===== src/source/kbd_defs.svh =====
// Size and timing macros for the PS/2 keyboard front end
// Row layout, APB address width and receiver idle timeout

`ifndef KBD_DEFS_SVH
`define KBD_DEFS_SVH

// Key matrix shape
`define KBD_ROWS 4 // Three joystick rows plus system row
`define KBD_ROW_W 10 // Keys held per row

// Host bus
`define KBD_ADDR_W 8 // APB byte address bits

// PS/2 receiver
// A PS/2 bit lasts tens of microseconds, so a gap this long
// in the middle of a frame means the receiver lost alignment
`define KBD_PS2_TIMEOUT 4096 // Idle clk cycles before a frame is dropped

`endif


===== src/source/kbd_pkg.sv =====
// Shared types of the keyboard front end
// Byte, key code, row state and APB address types, receiver states, key table

`include "kbd_defs.svh"

package kbd_pkg;

    typedef logic [7:0] ps2_byte_t; // One byte off the PS/2 line
    typedef logic [8:0] key_code_t; // Extended flag above the code byte
    typedef logic [`KBD_ROW_W-1:0] row_state_t; // Set bit means key held
    typedef logic [`KBD_ADDR_W-1:0] apb_addr_t;

    typedef enum logic [1:0] {
        rx_idle, // Waiting for a start bit
        rx_data, // Eight data bits, LSB first
        rx_parity, // Odd parity bit
        rx_stop // Stop bit, must be high
    } ps2_rx_state_t;

    // Entry b of a row drives bit b of that row
    // Code 0 marks an unused slot and never matches
    localparam key_code_t KEY_TABLE [`KBD_ROWS][`KBD_ROW_W] = '{
        '{9'h174, 9'h16b, 9'h172, 9'h175, 9'h014, // Right, left, down, up, L-ctrl
          9'h011, 9'h029, 9'h012, 9'h01a, 9'h022}, // Alt, space, L-shift, Z, X
        '{9'h034, 9'h023, 9'h02b, 9'h02d, 9'h01c, // Player 2 arrows on G D F R, A
          9'h01b, 9'h015, 9'h01d, 9'h024, 9'h042}, // S, Q, W, E, K as button 6
        '{9'h04b, 9'h03b, 9'h042, 9'h043, 9'h114, // Player 3 L J K I, R-ctrl
          9'h059, 9'h05a, 9'h000, 9'h000, 9'h000}, // R-shift, return, unused
        '{9'h016, 9'h01e, 9'h026, 9'h025, 9'h02e, // Start 1 to 4, coin 1
          9'h036, 9'h03d, 9'h03e, 9'h04d, 9'h046} // Coin 2 to 4, pause P, service 9
    };

endpackage


===== src/source/ps2_rx.sv =====
// PS/2 device-to-host receiver
// Synchronizes the lines, shifts in 11-bit frames, checks parity and stop bit

`include "kbd_defs.svh"

module ps2_rx (
    input  logic               clk,
    input  logic               rst,
    input  logic               ps2_clk,
    input  logic               ps2_data,
    output kbd_pkg::ps2_byte_t byte_data,
    output logic               byte_valid,
    output logic               frame_error
);

    localparam int TO_W = $clog2(`KBD_PS2_TIMEOUT);

    logic [1:0]             clk_sync; // Bit 1 is the synchronized line
    logic [1:0]             data_sync;
    logic                   clk_prev; // Delayed copy for edge detection
    logic                   clk_fall;
    logic                   clk_edge;
    logic                   data_bit;
    kbd_pkg::ps2_rx_state_t state;
    logic [2:0]             bit_cnt; // Data bit index
    kbd_pkg::ps2_byte_t     shift_reg;
    logic                   parity_bit;
    logic [TO_W-1:0]        idle_cnt; // Cycles since last ps2_clk edge
    logic                   timeout;

    assign clk_fall  = clk_prev & ~clk_sync[1]; // Device drives data before falling edge
    assign clk_edge  = clk_prev ^ clk_sync[1];
    assign data_bit  = data_sync[1];
    assign timeout   = (idle_cnt == TO_W'(`KBD_PS2_TIMEOUT - 1));
    assign byte_data = shift_reg; // Holds until the next start bit

    always_ff @(posedge clk) begin
        if (rst) begin
            clk_sync  <= 2'b11; // Lines idle high
            data_sync <= 2'b11;
            clk_prev  <= 1'b1;
        end else begin
            clk_sync  <= {clk_sync[0], ps2_clk};
            data_sync <= {data_sync[0], ps2_data};
            clk_prev  <= clk_sync[1];
        end
    end

    // Watchdog only runs inside a frame
    always_ff @(posedge clk) begin
        if (rst || clk_edge || state == kbd_pkg::rx_idle) begin
            idle_cnt <= '0;
        end else if (!timeout) begin
            idle_cnt <= idle_cnt + 1'b1;
        end
    end

    always_ff @(posedge clk) begin
        if (rst) begin
            state       <= kbd_pkg::rx_idle;
            bit_cnt     <= 3'd0;
            byte_valid  <= 1'b0;
            frame_error <= 1'b0;
        end else begin
            byte_valid  <= 1'b0; // Single-cycle pulses
            frame_error <= 1'b0;
            if (timeout) begin
                state <= kbd_pkg::rx_idle; // Drop partial frame silently
            end else if (clk_fall) begin
                case (state)
                    kbd_pkg::rx_idle: begin
                        if (!data_bit) begin // Start bit is low
                            state   <= kbd_pkg::rx_data;
                            bit_cnt <= 3'd0;
                        end
                    end
                    kbd_pkg::rx_data: begin
                        bit_cnt <= bit_cnt + 3'd1;
                        if (bit_cnt == 3'd7) begin
                            state <= kbd_pkg::rx_parity;
                        end
                    end
                    kbd_pkg::rx_parity: state <= kbd_pkg::rx_stop;
                    kbd_pkg::rx_stop: begin
                        // Odd parity over data and parity bit
                        if (data_bit && (^{parity_bit, shift_reg})) begin
                            byte_valid <= 1'b1;
                        end else begin
                            frame_error <= 1'b1;
                        end
                        state <= kbd_pkg::rx_idle;
                    end
                    default: state <= kbd_pkg::rx_idle;
                endcase
            end
        end
    end

    // Frame payload
    always_ff @(posedge clk) begin
        if (clk_fall && state == kbd_pkg::rx_data) begin
            shift_reg <= {data_bit, shift_reg[7:1]}; // LSB arrives first
        end
        if (clk_fall && state == kbd_pkg::rx_parity) begin
            parity_bit <= data_bit;
        end
    end

endmodule


===== src/source/scan_decoder.sv =====
// Scan code set 2 decoder
// Folds E0 and F0 prefixes into one key event per code

module scan_decoder (
    input  logic               clk,
    input  logic               rst,
    input  kbd_pkg::ps2_byte_t byte_data,
    input  logic               byte_valid,
    output kbd_pkg::key_code_t key_code,
    output logic               key_make,
    output logic               key_valid
);

    localparam kbd_pkg::ps2_byte_t EXT_PREFIX = 8'he0;
    localparam kbd_pkg::ps2_byte_t REL_PREFIX = 8'hf0;

    logic ext_flag; // E0 seen since last event
    logic rel_flag; // F0 seen since last event
    logic is_prefix;

    assign is_prefix = (byte_data == EXT_PREFIX) || (byte_data == REL_PREFIX);

    always_ff @(posedge clk) begin
        if (rst) begin
            ext_flag  <= 1'b0;
            rel_flag  <= 1'b0;
            key_valid <= 1'b0;
        end else begin
            key_valid <= 1'b0;
            if (byte_valid) begin
                if (byte_data == EXT_PREFIX) begin
                    ext_flag <= 1'b1;
                end else if (byte_data == REL_PREFIX) begin
                    rel_flag <= 1'b1;
                end else begin
                    ext_flag  <= 1'b0; // Final byte closes the sequence
                    rel_flag  <= 1'b0;
                    key_valid <= 1'b1;
                end
            end
        end
    end

    always_ff @(posedge clk) begin
        if (byte_valid && !is_prefix) begin
            key_code <= {ext_flag, byte_data};
            key_make <= ~rel_flag; // Press unless F0 came first
        end
    end

endmodule


===== src/source/key_row_map.sv =====
// Pressed state of one row of ten keys
// Matches key events against the row's entries of the key table

`include "kbd_defs.svh"

module key_row_map #(
    parameter int ROW = 0 // Row of KEY_TABLE served here
) (
    input  logic                clk,
    input  logic                rst,
    input  kbd_pkg::key_code_t  key_code,
    input  logic                key_make,
    input  logic                key_valid,
    output kbd_pkg::row_state_t row_state
);

    logic [`KBD_ROW_W-1:0] hit; // Per-key code match

    if (ROW < 0 || ROW >= `KBD_ROWS) begin : g_bad_row
        $error("key_row_map ROW %0d outside key table", ROW);
    end

    // A key may sit in more than one row, each row matches on its own
    for (genvar b = 0; b < `KBD_ROW_W; b++) begin : g_hit
        assign hit[b] = (kbd_pkg::KEY_TABLE[ROW][b] != '0) &&
                        (key_code == kbd_pkg::KEY_TABLE[ROW][b]);
    end

    always_ff @(posedge clk) begin
        if (rst) begin
            row_state <= '0; // All keys released
        end else if (key_valid) begin
            for (int b = 0; b < `KBD_ROW_W; b++) begin
                if (hit[b]) begin
                    row_state[b] <= key_make; // Set on press, clear on release
                end
            end
        end
    end

endmodule


===== src/source/kbd_apb_regs.sv =====
// APB slave of the keyboard front end
// Row state registers, sticky change flag, saturating frame error count

`include "kbd_defs.svh"

module kbd_apb_regs (
    input  logic                clk,
    input  logic                rst,
    input  logic                psel,
    input  logic                penable,
    input  logic                pwrite,
    input  kbd_pkg::apb_addr_t  paddr,
    input  logic [31:0]         pwdata,
    output logic [31:0]         prdata,
    output logic                pready,
    output logic                pslverr,
    input  kbd_pkg::row_state_t row_state [`KBD_ROWS],
    input  logic                frame_error
);

    localparam int IDX_W = $clog2(`KBD_ROWS);
    localparam kbd_pkg::apb_addr_t STATUS_ADDR = kbd_pkg::apb_addr_t'(8'h10);

    logic                access; // APB access phase
    logic                is_row;
    logic                is_status;
    logic                clear; // Write to status
    logic                row_changed;
    logic [IDX_W-1:0]    row_idx;
    logic                change_flag;
    logic [7:0]          err_cnt;
    kbd_pkg::row_state_t row_prev [`KBD_ROWS]; // Last cycle's rows

    assign access    = psel && penable;
    assign row_idx   = paddr[IDX_W+1:2]; // One word per row
    assign is_row    = (paddr[1:0] == 2'b00) && (paddr[`KBD_ADDR_W-1:2] < `KBD_ROWS);
    assign is_status = (paddr == STATUS_ADDR);
    // Any write clears status whatever the data word holds
    assign clear     = access && pwrite && is_status;

    assign pready  = access; // No wait states
    assign pslverr = access && !is_status && (pwrite || !is_row); // Rows are read only

    always_comb begin
        row_changed = 1'b0;
        for (int i = 0; i < `KBD_ROWS; i++) begin
            if (row_state[i] != row_prev[i]) begin
                row_changed = 1'b1;
            end
        end
    end

    // Read mux
    always_comb begin
        prdata = '0;
        if (is_row) begin
            prdata[`KBD_ROW_W-1:0] = row_state[row_idx];
        end else if (is_status) begin
            prdata[0]    = change_flag;
            prdata[15:8] = err_cnt;
        end
    end

    always_ff @(posedge clk) begin
        if (rst) begin
            change_flag <= 1'b0;
            err_cnt     <= 8'd0;
            for (int i = 0; i < `KBD_ROWS; i++) begin
                row_prev[i] <= '0; // Rows also reset to zero
            end
        end else begin
            for (int i = 0; i < `KBD_ROWS; i++) begin
                row_prev[i] <= row_state[i];
            end
            if (row_changed) begin
                change_flag <= 1'b1; // New change beats a clear
            end else if (clear) begin
                change_flag <= 1'b0;
            end
            if (clear) begin
                err_cnt <= {7'd0, frame_error}; // Keep an error landing on the clear
            end else if (frame_error && err_cnt != 8'hff) begin
                err_cnt <= err_cnt + 8'd1; // Saturates at 255
            end
        end
    end

endmodule


===== src/source/kbd_top.sv =====
// Keyboard front end top level
// Receiver, scan decoder, row mappers and APB registers

`include "kbd_defs.svh"

module kbd_top (
    input  logic               clk,
    input  logic               rst,
    input  logic               ps2_clk,
    input  logic               ps2_data,
    input  logic               psel,
    input  logic               penable,
    input  logic               pwrite,
    input  kbd_pkg::apb_addr_t paddr,
    input  logic [31:0]        pwdata,
    output logic [31:0]        prdata,
    output logic               pready,
    output logic               pslverr
);

    kbd_pkg::ps2_byte_t  byte_data;
    logic                byte_valid;
    logic                frame_error;
    kbd_pkg::key_code_t  key_code;
    logic                key_make;
    logic                key_valid;
    kbd_pkg::row_state_t row_state [`KBD_ROWS];

    ps2_rx ps2_rx_i (
        .clk         (clk),
        .rst         (rst),
        .ps2_clk     (ps2_clk),
        .ps2_data    (ps2_data),
        .byte_data   (byte_data),
        .byte_valid  (byte_valid),
        .frame_error (frame_error)
    );

    scan_decoder scan_decoder_i (
        .clk        (clk),
        .rst        (rst),
        .byte_data  (byte_data),
        .byte_valid (byte_valid),
        .key_code   (key_code),
        .key_make   (key_make),
        .key_valid  (key_valid)
    );

    // Same event broadcast to every row
    for (genvar i = 0; i < `KBD_ROWS; i++) begin : g_row
        key_row_map #(.ROW(i)) key_row_map_i (
            .clk       (clk),
            .rst       (rst),
            .key_code  (key_code),
            .key_make  (key_make),
            .key_valid (key_valid),
            .row_state (row_state[i])
        );
    end

    kbd_apb_regs kbd_apb_regs_i (
        .clk         (clk),
        .rst         (rst),
        .psel        (psel),
        .penable     (penable),
        .pwrite      (pwrite),
        .paddr       (paddr),
        .pwdata      (pwdata),
        .prdata      (prdata),
        .pready      (pready),
        .pslverr     (pslverr),
        .row_state   (row_state),
        .frame_error (frame_error)
    );

endmodule


===== config.mk =====
export PLATFORM = sky130hd
export DESIGN_NAME = kbd_top
export DESIGN_NICKNAME = d
export VERILOG_FILES = /design/src/source/kbd_pkg.sv /design/src/source/ps2_rx.sv /design/src/source/scan_decoder.sv /design/src/source/key_row_map.sv /design/src/source/kbd_apb_regs.sv /design/src/source/kbd_top.sv
export VERILOG_INCLUDE_DIRS = /design/src /design/src/source
export SDC_FILE = /design/constraint.sdc
export NUM_CORES = 1
export LEC_CHECK = 0
export ABC_AREA = 1
export BUFFER_PORTS_ARGS = -buffer_cell sky130_fd_sc_hd__buf_2
export CAP_MARGIN = 5
export CORE_MARGIN = 2
export CORE_UTILIZATION = 25
export CTS_CLUSTER_SIZE = 12
export DETAILED_ROUTE_END_ITERATION = 8
export GPL_TIMING_DRIVEN = 0
export SLEW_MARGIN = 20
export SYNTH_ARGS = -nofsm -noshare
export SYNTH_HDL_FRONTEND = slang
export SYNTH_SLANG_ARGS = --single-unit

===== constraint.sdc =====
create_clock -name clk -period 2.1 [get_ports clk]
set_input_delay 0.42 -clock clk [delete_from_list [all_inputs] [get_ports clk]]
set_output_delay 0.42 -clock clk [all_outputs]
set_load 0.01 [all_outputs]

==> impl_metrics.toml <==
[grt]
grtUsageTotal = 0.121
grt-ovfl-total = 0
grt_pass1_wl_um = 24600
antenna_found_initial = 0
grt_max_degree = 17
grt_pass1_vias = 4980

[cells_and_area]
fin_area_um2 = 7420
seqCellArea_um2 = 2740
layout_commonest_cell = "nand2_1"
layout.nets = 977
final_cell_mix = "nand2_1, inv_1, nor2_1"
synthToLayoutAreaGrowth_pct = 21.3
antennaDiodeCount = 0
fillers = 2582
drive_gt1_frac = 0.123
instances_no_fill = 1253
multi_input_area_um2 = 2740

[detailed_routing]
drcViolationCount = 0
viasPerCell = 4.23
totalWireLength_um = 15000
drtAntennaViolNets = 0
dr.pass1.iters = 5
wire_per_inst_um = 12.0
vias = 5300
dr.first_iter.drc_count = 403

[clock_tree]
cts.sinks = 127
cts_buffers = 17
cts-root-buf = "clkbuf_16"
clk_pin_slew_ns = 0.05
clk_latency_ns = 0.42
cts.path.max_buffers = 2
cts_hold_buf = 0
cts_tree = "yes"
cts_max_level = 4

[die]
chipHeight_um = 160
die_area_um2 = 25700
fp.coreArea_um2 = 24200
num_rows = 57
initial_core_util = 0.253
io_pins = 81
die_x_um = 160

[timing]
fin_skew_ns = 0.00841
drv_slew = 0
max_slew_margin = 0.486
fin_crit_sh = 0.981
timing.final.ws_setup_ns = 0.0406
hold_violations = 0
fmax_mhz = 486
final-setup-viol-count = 0
final.min_clock_period_ns = 2.06
hold_slack_ns = 0.191
rsz0062_at_grt = "true"
max_slew.worst_pin.slew_ns = 0.767

[setup_path]
cp_common_cell = "buf_2"
critical_path.cell_chain = "buf_2 > clkinvlp_4 > buf_2 > a21oi_1 > o21ai_0 > a21oi_1 > buf_2"
critPathKind = "in2out"
r2r_cells = 4
worst-path-max-fanout = 10
reg2reg_slack_ns = 0.30
end_kind = "output pin"
slowest_stage = "a21oi_1"
required_ns = 1.68
rr_startpoint = "ps2_rx_i.byte_data[5]"
r2r-end = "scan_decoder_i.key_code[3]"
cp.arrival_ns = 1.64
max_stage_delay_ns = 0.23
crit_path_start_kind = "input pin"

[power_and_ir_drop]
power_density_nw_per_um2 = 786
p_leak_nw = 3.07
ir_drop_mv = 0.513

[placed_design]
gp_congestion = 0.884
place_area_um2 = 6740
dp_hpwl_um = 11300
dp_cells = 1221
port_buffers = 31
pre_cts_ws_ns = -0.150

[run_status]
status = "finished clean"

[logic_synthesis]
netlist_instances = 851
netlist_area_um2 = 6110
ys_ff_latch = 127
avgSynthCellArea_um2 = 7.19
ys_seq_area_frac = 0.447
synth_warnings = 0
synth_cell_types = 36

[worst_hold_path]
min_path_cells = 2
holdCritStartpoint = "ps2_clk"
holdPathEnd = "ps2_rx_i.clk_sync[0]"
hp-class = "in2reg"

[flow_run]
max_cap_violations = 0
==> cell families after synthesis <==
group,Yosys count,synth area share
AOI/OAI and AO/OA,141,0.124
xor gates and xnor gates,13,0.0186
adders and majority gates,14,0.0286
buffers and inverters,173,0.117
DFF,127,0.447
other,1,0.000613
and+or+nand+nor,382,0.264
==> how the worst max path moves through the flow <==
stage	from	slack [ns]	endpoint	depth (start not counted)
finish	paddr[2]	0.04	prdata[4]	7
global placement	paddr[7]	-0.13	prdata[0]	9
detailed placement	paddr[7]	-0.15	prdata[0]	9
global route	paddr[2]	-0.009	prdata[4]	7
CTS	g_row[1].key_row_map_i.row_state[8]	0.002	prdata[8]	7
floorplan	ps2_rx_i.byte_data[5]	0.18	scan_decoder_i.key_code[0]	4
==> Yosys cell counts <==
cell type | instances | share of area
nor2_1 | 120 | 0.074
inv_1 | 136 | 0.083
a21o_1 | 1 | 0.0012
ha_1 | 14 | 0.029
a31oi_1 | 1 | 0.0010
or2_2 | 5 | 0.0051
conb_1 | 1 | 0.00061
a211oi_1 | 13 | 0.016
o21a_1 | 1 | 0.0012
nand4_1 | 6 | 0.0061
dfxtp_1 | 108 | 0.35
nand3b_1 | 1 | 0.0012
nand2_1 | 189 | 0.12
buf_4 | 17 | 0.021
a21oi_1 | 67 | 0.055
nor2_4 | 3 | 0.0055
nand3_1 | 32 | 0.026
buf_1 | 1 | 0.00061
xor2_1 | 6 | 0.0086
clkbuf_1 | 15 | 0.0092
nor2_2 | 2 | 0.0020
o31ai_1 | 1 | 0.0012
a211oi_2 | 1 | 0.0020
nor3_4 | 1 | 0.0027
o21ai_0 | 55 | 0.045
inv_2 | 3 | 0.0018
a21boi_2 | 1 | 0.0018
nand2_2 | 1 | 0.0010
nor4_1 | 1 | 0.0010
nor3_1 | 13 | 0.011
nor3b_1 | 1 | 0.0012
edfxtp_1 | 19 | 0.093
xnor2_1 | 7 | 0.010
nor3_2 | 3 | 0.0049
buf_2 | 1 | 0.00082
nand3_2 | 4 | 0.0065
==> routing by layer <==
layer	up-vias	global-route usage	wire length, um
li1	2791	-	-
met1	2375	0.157	7140
met2	114	0.197	6870
met3	20	0.0318	767
met4	0	0.0414	262
met5	-	0	0
==> power by group <==
| group | leakage, nW | switching, W | internal, W | total [W] |
|---|---|---|---|---|
| clock network | 0.315 | 0.00108 | 0.00210 | 0.00318 |
| registers | 1.04 | 0.00000242 | 0.00247 | 0.00247 |
| logic | 1.71 | 0.000118 | 0.0000596 | 0.000178 |
==> layout make-up <==
class,count,share of cell area
multi-input cells,566,0.370
flip-flops and latches,127,0.369
clock buffers,27,0.0766
inverters,139,0.0713
well taps,324,0.0546
plain buffers,34,0.0265
repair buffers,31,0.0209
clock inverters,5,0.0115
==> sequential cells by signal, indices dropped and copies added, names as in the netlist <==
signal                         flops
g_row.key_row_map_i.row_state     36
kbd_apb_regs_i.row_prev           36
ps2_rx_i.idle_cnt                 12
scan_decoder_i.key_code            9
kbd_apb_regs_i.err_cnt             8
ps2_rx_i.byte_data                 8
ps2_rx_i.bit_cnt                   3
ps2_rx_i.clk_sync                  2
ps2_rx_i.data_sync                 2
ps2_rx_i.state                     2
kbd_apb_regs_i.change_flag         1
ps2_rx_i.byte_valid                1
ps2_rx_i.clk_prev                  1
ps2_rx_i.frame_error               1
ps2_rx_i.parity_bit                1
scan_decoder_i.ext_flag            1
scan_decoder_i.key_make            1
scan_decoder_i.key_valid           1
scan_decoder_i.rel_flag            1
==> worst max-delay path, delay by kind of cell <==
kind	cells	cell delay, ns
compound gates	3	0.52
buf+inv	4	0.69
==> through the flow <==
step	TNS, ns	total power, W	utilization
5_1_grt	-0.00920	0.00601	0.307
6_report	0	0.00583	0.307
2_1_floorplan	0	0.00263	-
4_1_cts	0	0.00587	0.306
3_5_place_dp	-0.504	0.00269	0.279
3_3_place_gp	-1.44	0.00269	0.278
==> repair_timing <==
item / CTS / global route
gates resized for setup: 5 / 11
setup endpoints to repair: 5 / 11
pin swaps: 0 / 2
endpoints found under the hold margin: 0 / 0
setup buffers: 0 / 0
Power figures use the tool's default switching activity.
